$ cat src/hdl/uncore_consts.svh
`ifndef UNCORE_CONSTS_SVH
`define UNCORE_CONSTS_SVH

// physical address bits
`define PA_WIDTH 32

// log2 of the number of memory request tags
`define LG_L2_REQ_TAGS 2

// one level-two cache line
`define L2_CL_BITS 128

`define MEM_OPCODE_WIDTH 4

// pc of the access that caused the request
`define PC_WIDTH 64

`endif

$ cat src/hdl/uncore_pkg.sv
`include "uncore_consts.svh"

package uncore_pkg;

   typedef logic [`PA_WIDTH-1:0] pa_t;

   typedef logic [`LG_L2_REQ_TAGS-1:0] req_tag_t;

   typedef logic [`L2_CL_BITS-1:0] cl_data_t;

   typedef logic [`MEM_OPCODE_WIDTH-1:0] mem_opcode_t;

   typedef logic [`PC_WIDTH-1:0] pc_t;

   // one bit wider than a tag
   typedef logic [`LG_L2_REQ_TAGS:0] inflight_t;

   // GOT_L1D and GOT_L1I name the cache that has already finished
   typedef enum logic [2:0] {
      FLUSH_IDLE       = 3'd0,
      WAIT_FOR_L1D_L1I = 3'd1,
      GOT_L1D          = 3'd2,
      GOT_L1I          = 3'd3,
      FLUSH_L2         = 3'd4
   } flush_state_t;

endpackage

$ cat src/hdl/flush_sequencer.sv
`timescale 1ns/1ns

module flush_sequencer (
   input  logic clk,
   input  logic reset,
   input  logic flush_req_l1i,
   input  logic flush_req_l1d,
   input  logic l1i_flush_complete,
   input  logic l1d_flush_complete,
   input  logic l2_flush_complete,
   output logic in_flush_mode,
   output logic flush_l2
);

   uncore_pkg::flush_state_t r_state;
   uncore_pkg::flush_state_t n_state;
   logic r_flush;
   logic n_flush;
   logic r_flush_l2;
   logic n_flush_l2;

   assign in_flush_mode = r_flush;
   assign flush_l2 = r_flush_l2;

   always_ff @(posedge clk)
   begin
      if (reset)
      begin
         r_state <= uncore_pkg::FLUSH_IDLE;
         r_flush <= 1'b0;
         r_flush_l2 <= 1'b0;
      end
      else
      begin
         r_state <= n_state;
         r_flush <= n_flush;
         r_flush_l2 <= n_flush_l2;
      end
   end

   always_comb
   begin
      n_state = r_state;
      n_flush = r_flush;
      // single cycle strobe
      n_flush_l2 = 1'b0;

      case (r_state)
         uncore_pkg::FLUSH_IDLE:
         begin
            if (flush_req_l1i && flush_req_l1d)
            begin
               n_state = uncore_pkg::WAIT_FOR_L1D_L1I;
               n_flush = 1'b1;
            end
            else if (flush_req_l1i)
            begin
               // no data cache flush owed
               n_state = uncore_pkg::GOT_L1D;
               n_flush = 1'b1;
            end
            else if (flush_req_l1d)
            begin
               n_state = uncore_pkg::GOT_L1I;
               n_flush = 1'b1;
            end
         end
         uncore_pkg::WAIT_FOR_L1D_L1I:
         begin
            if (l1d_flush_complete && l1i_flush_complete)
            begin
               n_state = uncore_pkg::FLUSH_L2;
               n_flush_l2 = 1'b1;
            end
            else if (l1d_flush_complete)
            begin
               n_state = uncore_pkg::GOT_L1D;
            end
            else if (l1i_flush_complete)
            begin
               n_state = uncore_pkg::GOT_L1I;
            end
         end
         uncore_pkg::GOT_L1D:
         begin
            if (l1i_flush_complete)
            begin
               n_state = uncore_pkg::FLUSH_L2;
               n_flush_l2 = 1'b1;
            end
         end
         uncore_pkg::GOT_L1I:
         begin
            if (l1d_flush_complete)
            begin
               n_state = uncore_pkg::FLUSH_L2;
               n_flush_l2 = 1'b1;
            end
         end
         uncore_pkg::FLUSH_L2:
         begin
            // flush mode ends with the level-two completion
            if (l2_flush_complete)
            begin
               n_state = uncore_pkg::FLUSH_IDLE;
               n_flush = 1'b0;
            end
         end
         default:
         begin
            n_state = uncore_pkg::FLUSH_IDLE;
            n_flush = 1'b0;
         end
      endcase
   end

endmodule

$ cat src/hdl/mem_req_queue.sv
`timescale 1ns/1ns
`include "uncore_consts.svh"

module mem_req_queue (
   input  logic                   clk,
   input  logic                   reset,
   input  logic                   l2_req_valid,
   input  uncore_pkg::pa_t         l2_req_addr,
   input  uncore_pkg::req_tag_t    l2_req_tag,
   input  uncore_pkg::cl_data_t    l2_req_store_data,
   input  uncore_pkg::mem_opcode_t l2_req_opcode,
   input  uncore_pkg::pc_t         l2_req_pc,
   input  logic                   mem_req_gnt,
   input  logic                   mem_rsp_valid,
   output logic                   mem_req_valid,
   output uncore_pkg::pa_t         mem_req_addr,
   output uncore_pkg::req_tag_t    mem_req_tag,
   output uncore_pkg::cl_data_t    mem_req_store_data,
   output uncore_pkg::mem_opcode_t mem_req_opcode,
   output uncore_pkg::pc_t         mem_req_pc,
   output uncore_pkg::inflight_t   inflight
);

   // twice the tag count, so the producer can never overrun it
   localparam int LG_DEPTH = `LG_L2_REQ_TAGS + 1;
   localparam int DEPTH = 1 << LG_DEPTH;

   typedef struct packed {
      uncore_pkg::pa_t         addr;
      uncore_pkg::req_tag_t    tag;
      uncore_pkg::cl_data_t    data;
      uncore_pkg::mem_opcode_t opcode;
      uncore_pkg::pc_t         pc;
   } entry_t;

   entry_t mem_q [DEPTH];
   entry_t t_entry;
   entry_t head_entry;

   // extra msb is the wrap bit
   logic [LG_DEPTH:0] r_head_ptr;
   logic [LG_DEPTH:0] r_tail_ptr;
   logic [LG_DEPTH-1:0] head_idx;
   logic [LG_DEPTH-1:0] tail_idx;
   logic empty;

   uncore_pkg::inflight_t r_inflight;
   uncore_pkg::inflight_t n_inflight;

   assign head_idx = r_head_ptr[LG_DEPTH-1:0];
   assign tail_idx = r_tail_ptr[LG_DEPTH-1:0];
   assign empty = (r_head_ptr == r_tail_ptr);

   always_comb
   begin
      t_entry.addr = l2_req_addr;
      t_entry.tag = l2_req_tag;
      t_entry.data = l2_req_store_data;
      t_entry.opcode = l2_req_opcode;
      t_entry.pc = l2_req_pc;
   end

   always_ff @(posedge clk)
   begin
      if (reset)
      begin
         r_head_ptr <= '0;
         r_tail_ptr <= '0;
      end
      else
      begin
         if (l2_req_valid)
            r_tail_ptr <= r_tail_ptr + 1'b1;
         if (mem_req_gnt)
            r_head_ptr <= r_head_ptr + 1'b1;
      end
   end

   always_ff @(posedge clk)
   begin
      if (l2_req_valid)
         mem_q[tail_idx] <= t_entry;
   end

   // head goes straight to the memory port
   assign head_entry = mem_q[head_idx];
   assign mem_req_valid = !empty;
   assign mem_req_addr = head_entry.addr;
   assign mem_req_tag = head_entry.tag;
   assign mem_req_store_data = head_entry.data;
   assign mem_req_opcode = head_entry.opcode;
   assign mem_req_pc = head_entry.pc;

   // push and response together cancel out
   always_comb
   begin
      n_inflight = r_inflight;
      if (l2_req_valid && !mem_rsp_valid)
         n_inflight = r_inflight + 1'b1;
      else if (!l2_req_valid && mem_rsp_valid)
         n_inflight = r_inflight - 1'b1;
   end

   always_ff @(posedge clk)
   begin
      if (reset)
         r_inflight <= '0;
      else
         r_inflight <= n_inflight;
   end

   assign inflight = r_inflight;

endmodule

$ cat src/hdl/uncore_top.sv
`timescale 1ns/1ns

module uncore_top (
   input  logic                   clk,
   input  logic                   reset,

   // flush coordination
   input  logic                   flush_req_l1i,
   input  logic                   flush_req_l1d,
   input  logic                   l1i_flush_complete,
   input  logic                   l1d_flush_complete,
   input  logic                   l2_flush_complete,
   output logic                   in_flush_mode,
   output logic                   flush_l2,

   // outbound requests from the level-two side
   input  logic                   l2_req_valid,
   input  uncore_pkg::pa_t         l2_req_addr,
   input  uncore_pkg::req_tag_t    l2_req_tag,
   input  uncore_pkg::cl_data_t    l2_req_store_data,
   input  uncore_pkg::mem_opcode_t l2_req_opcode,
   input  uncore_pkg::pc_t         l2_req_pc,

   // memory port
   output logic                   mem_req_valid,
   output uncore_pkg::pa_t         mem_req_addr,
   output uncore_pkg::req_tag_t    mem_req_tag,
   output uncore_pkg::cl_data_t    mem_req_store_data,
   output uncore_pkg::mem_opcode_t mem_req_opcode,
   output uncore_pkg::pc_t         mem_req_pc,
   input  logic                   mem_req_gnt,
   input  logic                   mem_rsp_valid,
   output uncore_pkg::inflight_t   inflight
);

   flush_sequencer u_flush_sequencer (
      .clk                (clk),
      .reset              (reset),
      .flush_req_l1i      (flush_req_l1i),
      .flush_req_l1d      (flush_req_l1d),
      .l1i_flush_complete (l1i_flush_complete),
      .l1d_flush_complete (l1d_flush_complete),
      .l2_flush_complete  (l2_flush_complete),
      .in_flush_mode      (in_flush_mode),
      .flush_l2           (flush_l2)
   );

   mem_req_queue u_mem_req_queue (
      .clk                (clk),
      .reset              (reset),
      .l2_req_valid       (l2_req_valid),
      .l2_req_addr        (l2_req_addr),
      .l2_req_tag         (l2_req_tag),
      .l2_req_store_data  (l2_req_store_data),
      .l2_req_opcode      (l2_req_opcode),
      .l2_req_pc          (l2_req_pc),
      .mem_req_gnt        (mem_req_gnt),
      .mem_rsp_valid      (mem_rsp_valid),
      .mem_req_valid      (mem_req_valid),
      .mem_req_addr       (mem_req_addr),
      .mem_req_tag        (mem_req_tag),
      .mem_req_store_data (mem_req_store_data),
      .mem_req_opcode     (mem_req_opcode),
      .mem_req_pc         (mem_req_pc),
      .inflight           (inflight)
   );

endmodule

$ cat config.mk
export PLATFORM = sky130hd
export DESIGN_NAME = uncore_top
export DESIGN_NICKNAME = d
export VERILOG_FILES = /design/src/hdl/uncore_pkg.sv /design/src/hdl/flush_sequencer.sv /design/src/hdl/mem_req_queue.sv /design/src/hdl/uncore_top.sv
export VERILOG_INCLUDE_DIRS = /design/src /design/src/hdl
export SDC_FILE = /design/constraint.sdc
export NUM_CORES = 1
export LEC_CHECK = 0
export ABC_CLOCK_PERIOD_IN_PS = 20400
export BUFFER_PORTS_ARGS = -buffer_cell sky130_fd_sc_hd__buf_2
export CORE_MARGIN = 1.5
export CORE_UTILIZATION = 60
export DETAILED_ROUTE_END_ITERATION = 8
export MAX_ROUTING_LAYER = met4
export PLACE_DENSITY = 0.79
export SLEW_MARGIN = 20
export SYNTH_ARGS = -nofsm -noshare
export SYNTH_HDL_FRONTEND = slang
export SYNTH_SLANG_ARGS = --single-unit
$ cat constraint.sdc
create_clock -name clk -period 20.4 [get_ports clk]
set_input_delay 1.02 -clock clk [delete_from_list [all_inputs] [get_ports clk]]
set_output_delay 1.02 -clock clk [all_outputs]
set_load 0.1 [all_outputs]
======== After elaboration in Yosys (flattened, before gate mapping) ========
Memories as Yosys holds them, arrays and structs flattened. A register that Yosys moved wholly into a read port is not among the register bits.
Cells that the tools add are included.
W data, S select, Z words.
word-level totals
  bits in writable memories ............... 1840
  output and inout bits ................... 236
  bits of input ports ..................... 240
  memories kept ........................... 1
  register bits after elaboration ......... 16
  logic and storage cells ................. 59
memories
  memory                 depth  bits a word  rd ports  clocked after Yosys merged registers in  write ports  RTL line             RTL
  u_mem_req_queue.mem_q  8      230          1         1                                        1            mem_req_queue.sv:36  entry_t mem_q [DEPTH];
operators by class
  reductions and logical operators ........ 12
  eq/ne operators ......................... 10
  bitwise operators ....................... 1
  $add $sub $neg .......................... 4
  muxes and demuxes ....................... 25
operators with widths
  kind                   number
  $mux W3                13
  $pmux W3 S5            1
  $mux W1                9
  $add A4 B1 Y4 const B  2
  $ne A4 B3 Y1 const B   2
  $eq A3 B2 Y1 const B   2
  $ne A2 B2 Y1 const B   3
  $pmux W1 S3            2
  $reduce_and A5 Y1      1
  $eq A4 B4 Y1           1
  $logic_and A1 B1 Y1    4
  $add A3 B1 Y3 const B  1
  $eq A3 B1 Y1 const B   1
  $eq A3 B3 Y1 const B   1
  $logic_not A1 Y1       3
  $logic_not A3 Y1       1
  $reduce_and A3 Y1      1
  $reduce_or A3 Y1       1
  $sub A3 B1 Y3 const B  1
  $reduce_bool A2 Y1     1
  $not A1 Y1             1

======== Longest topological paths before layout ========
  depth after elaboration ................. 4
  gate-level depth with buffers ........... 7
  mapped depth without buffers ............ 7

======== Modules after synthesis ========
Synthesis repeated with hierarchy kept, for this count alone.
unflattened totals
  cell total of the unflattened synthesis .. 2766
  area total of the unflattened synthesis .. 69999.6 sq um
by module, submodules not included
  module           cells an instance  instances  area an instance (sq um)  sequential area each (sq um)
  mem_req_queue    2727               1          69656.8                   55533.3
  flush_sequencer  39                 1          342.8                     100.1

======== Worst setup path after synthesis ========
Ideal clock, no wire load.
  kind .................................... in2reg
  start ................................... input l2_req_valid
  end ..................................... memory u_mem_req_queue.mem_q[0][0] (netlist bit) (enable)
  stages on the path ...................... 2
  slack ................................... 2690 ps
  arrival time ............................ 16609 ps
  data required time ...................... 19298 ps
  buffers on the path ..................... 0
  setup time .............................. 1102 ps
  cells stage by stage .................... nand2b_1 nor3_1
on the way
  word-level cells in the longest chain between the ends .. 2
RTL lines
  item                           RTL line             RTL
  from (decl)                    uncore_top.sv:17     input logic l2_req_valid,
  $mux W1                        mem_req_queue.sv:81  if (l2_req_valid)
  $mux W1 (implied by the code)  mem_req_queue.sv:82  mem_q[tail_idx] <= t_entry;
  to (decl)                      mem_req_queue.sv:36
No other way between the ends.

==> results.json <==
{
  "outcome": "finished clean",
  "dp.cells": 4679,
  "antenna_left": 0,
  "clockBufferDepth": 3,
  "cpMostUsedCell": "buf_4",
  "fin_cells": 5049,
  "grt_pass1_wl_mm": 212,
  "seq_power_share_pct": 50.5,
  "fin_worst_skew_ns": 0.0250,
  "path_max_fanout": 50,
  "fin_hold_ws_ns": 0.488,
  "first_global_vias": 33170,
  "core-area_um2": 116000,
  "power_frac_comb_pct": 13.6,
  "seq_area_frac_synth_pct": 79.5,
  "multiInputGateArea_um2": 13500,
  "swShare_pct": 26.1,
  "path_cells": "buf_4 -> buf_4 -> buf_4 -> mux4_2 -> mux2_2 -> buf_2",
  "cts.sinks": 1859,
  "final_nets": 3575,
  "num-fill-cells": 6647,
  "syn-num-nets": 3009,
  "synthTopCellsByArea": "edfxtp_1 79%, mux4_2 15%, mux2_2 3.7%, buf_6 0.71%, dfxtp_1 0.54%",
  "slew_headroom_pct": 24.8,
  "ys_seq_elements": 1859,
  "fp.dieH_um": 344,
  "synth_top_area_share_pct": 79.0,
  "row_count": 125,
  "synth_cell_types": 33,
  "drt_first_pass_iters": 5,
  "cts-buffers-inserted": 173,
  "clockRootBuffer": "clkbuf_16",
  "cts.clk_slew.worst_paths_ns": 0.06,
  "max_cap_viol_count": 0,
  "crit_required_ns": 19.38,
  "htreeDepth": 4,
  "reg2reg_to": "u_mem_req_queue.mem_q[2][90]",
  "die_w_um": 344,
  "period_minus_slack_ns": 6.65,
  "route.final.wire_length_mm": 145,
  "crit_path_max_incr_delay_ns": 0.97,
  "synthTopCellsByCount": "1840 x edfxtp_1, 460 x mux4_2, 230 x mux2_2",
  "viasPerCell": 6.22,
  "cts_setup_buffers": 0,
  "regToRegStartpoint": "u_mem_req_queue.r_tail_ptr[1]",
  "rrSetupSlack_ns": 16.62,
  "postCtsResizedCells": 0,
  "grt_overflow_total": 0,
  "vias": 31420,
  "initial_core_util_pct": 60.4,
  "syn2layout_area_growth_pct": 13.6,
  "fin_crit_sh_pct": 32.6,
  "setup_slack_ns": 13.75,
  "final-setup-viol-count": 0,
  "cp-start-kind": "register",
  "synth_largest_area_cell": "edfxtp_1",
  "critPathKind": "register to primary output",
  "synth_cells": 2765,
  "worst_pin_slew_ns": 1.13,
  "clk_latency_ns": 0.77,
  "end_kind": "primary output",
  "power_density_nw_per_um2": 108,
  "cpMaxStageDelayCell": "dfxtp_4",
  "power.leakage_nw": 25.2,
  "path_buf_inv": 4,
  "cts_tree": "built",
  "die_area_um2": 119000,
  "yosysMostFrequentCell": "edfxtp_1",
  "fin_setup_tns_ns": 0,
  "synth_edf_count": 1840,
  "antenna_found_initial": 50,
  "fmax_ghz": 0.150,
  "io_pins": 476,
  "hold_viol_final": 0,
  "hold_end": "u_flush_sequencer.in_flush_mode",
  "reg2regPathDepth": 4,
  "drc_errors": 0,
  "dpl.hpwl_mm": 76.1,
  "async_flop_share_pct": 0,
  "arrival_ns": 5.63,
  "grt_setup_unrepaired": "false",
  "p_sw_mw": 2.24,
  "ir_drop_mv": 0.0916,
  "synthFlopType": "edfxtp_1",
  "p_total_mw": 8.57,
  "grt.total_usage_pct": 25.5,
  "hold_class": "register to register",
  "synth_area_per_cell_um2": 25.3,
  "syn_area_um2": 69900,
  "wl_per_cell_um": 28.8,
  "hold_path_depth": 2,
  "ys_warn_count": 0,
  "final_max_slew_viol_count": 0,
  "intPower_mw": 6.33,
  "clockPowerShare_pct": 35.9,
  "cts_hold_buf": 0,
  "io_buffers": 475,
  "regArea_um2": 55600,
  "hold_start": "u_flush_sequencer.in_flush_mode",
  "drt_iter0_markers": 3024,
  "crit_family": "buffers and inverters",
  "grt_max_degree": 144,
  "dpl_worst_slack_ns": 14.40,
  "drive_gt1_share_pct": 42.0,
  "place_congestion": 0.746
}
==> sequential cells by signal, indices dropped and copies added, names as in the netlist, named ones only <==
name,flops
u_mem_req_queue.r_head_ptr,4
u_mem_req_queue.r_tail_ptr,4
u_flush_sequencer.flush_l2,1
u_mem_req_queue.inflight,3
u_flush_sequencer.in_flush_mode,1
u_mem_req_queue.mem_q,1840
u_flush_sequencer.r_state,3
==> logic make-up after synthesis <==
| kind of cell | Yosys count | share of synthesized area [%] |
|---|---|---|
| flops | 1859 | 79.5 |
| mux | 693 | 18.6 |
| buf+inv | 138 | 1.24 |
| simple gates | 46 | 0.322 |
| compound gates | 14 | 0.123 |
| xor+xnor | 11 | 0.138 |
| fa+ha+maj | 4 | 0.0823 |
==> power by group through the flow <==
stage	logic (mW)	registers (mW)	clock network (mW)
floorplan	0.937	4.43	0
global placement	1.14	4.39	0
detailed placement	1.17	4.40	0
CTS	1.18	4.32	3.12
global route	1.22	4.33	3.26
finish	1.17	4.32	3.08
==> routing by layer <==
layer | global-route usage, % | wire length [um] | up-vias
met3 | 6.43 | 12900 | 254
li1 | - | - | 13102
met1 | 32.3 | 54100 | 16638
met4 | 8.21 | 3830 | 0
met5 | - | 0 | -
met2 | 40.8 | 74400 | 1426
==> layout make-up <==
class                   instances  share of cell area (%)
diodes                         55                   0.173
repair buffers                524                    3.59
flip-flops and latches       1859                    70.0
well taps                    1524                    2.40
inverters                       5                  0.0236
clock inverters                95                    1.04
clock buffers                 219                    5.78
multi-input cells             768                    17.0
==> cell usage in the layout (no fill, tap or decap), types with 2 or more instances in the layout <==
master / Yosys / layout
a21oi_1: 4 / 4
buf_12: 0 / 7
buf_2: 13 / 475
buf_4: 0 / 41
bufinv_16: 0 / 11
clkbuf_1: 59 / 41
clkbuf_16: 0 / 177
clkinv_1: 0 / 42
clkinv_16: 0 / 2
clkinv_2: 0 / 29
clkinv_8: 0 / 2
clkinvlp_4: 0 / 3
dfxtp_1: 19 / 16
dfxtp_4: 0 / 3
diode_2: 0 / 55
edfxtp_1: 1840 / 1840
ha_1: 3 / 3
inv_1: 5 / 5
inv_16: 0 / 2
inv_6: 0 / 4
mux2_2: 230 / 230
mux2i_1: 3 / 3
mux4_2: 460 / 460
nand2_1: 7 / 7
nand2b_1: 5 / 5
nand3_1: 2 / 2
nand4_1: 2 / 2
nor2_1: 18 / 12
nor2_4: 0 / 6
nor3_1: 6 / 4
nor3_2: 0 / 2
o21ai_0: 4 / 4
or4b_1: 2 / 2
xnor2_1: 6 / 6
xor2_1: 5 / 5
==> worst register-to-register path: cells and delay by family (launching register included) <==
kind | cells | cell delay, ns
buf+inv | 2 | 1.90
flops | 1 | 0.53
simple gates | 2 | 0.90
==> per-stage QoR <==
| stage | cell area [um^2] | util [%] |
|---|---|---|
| final | 79500 | 68.6 |
| after detailed placement | 73900 | 63.8 |
| after global routing | 79400 | 68.6 |
| after floorplan | 69900 | - |
| after CTS | 79300 | 68.4 |
| after global placement | 73900 | 63.8 |
==> worst max-delay path by stage <==
stage                                   to  cells past startpoint
6_report            mem_req_store_data[26]                      6
3_5_place_dp        mem_req_store_data[26]                      6
2_1_floorplan  u_mem_req_queue.mem_q[0][0]                      2
4_1_cts             mem_req_store_data[36]                      6
5_1_grt             mem_req_store_data[26]                      6
3_3_place_gp         mem_req_store_data[7]                      6
Power figures use the tool's default switching activity.
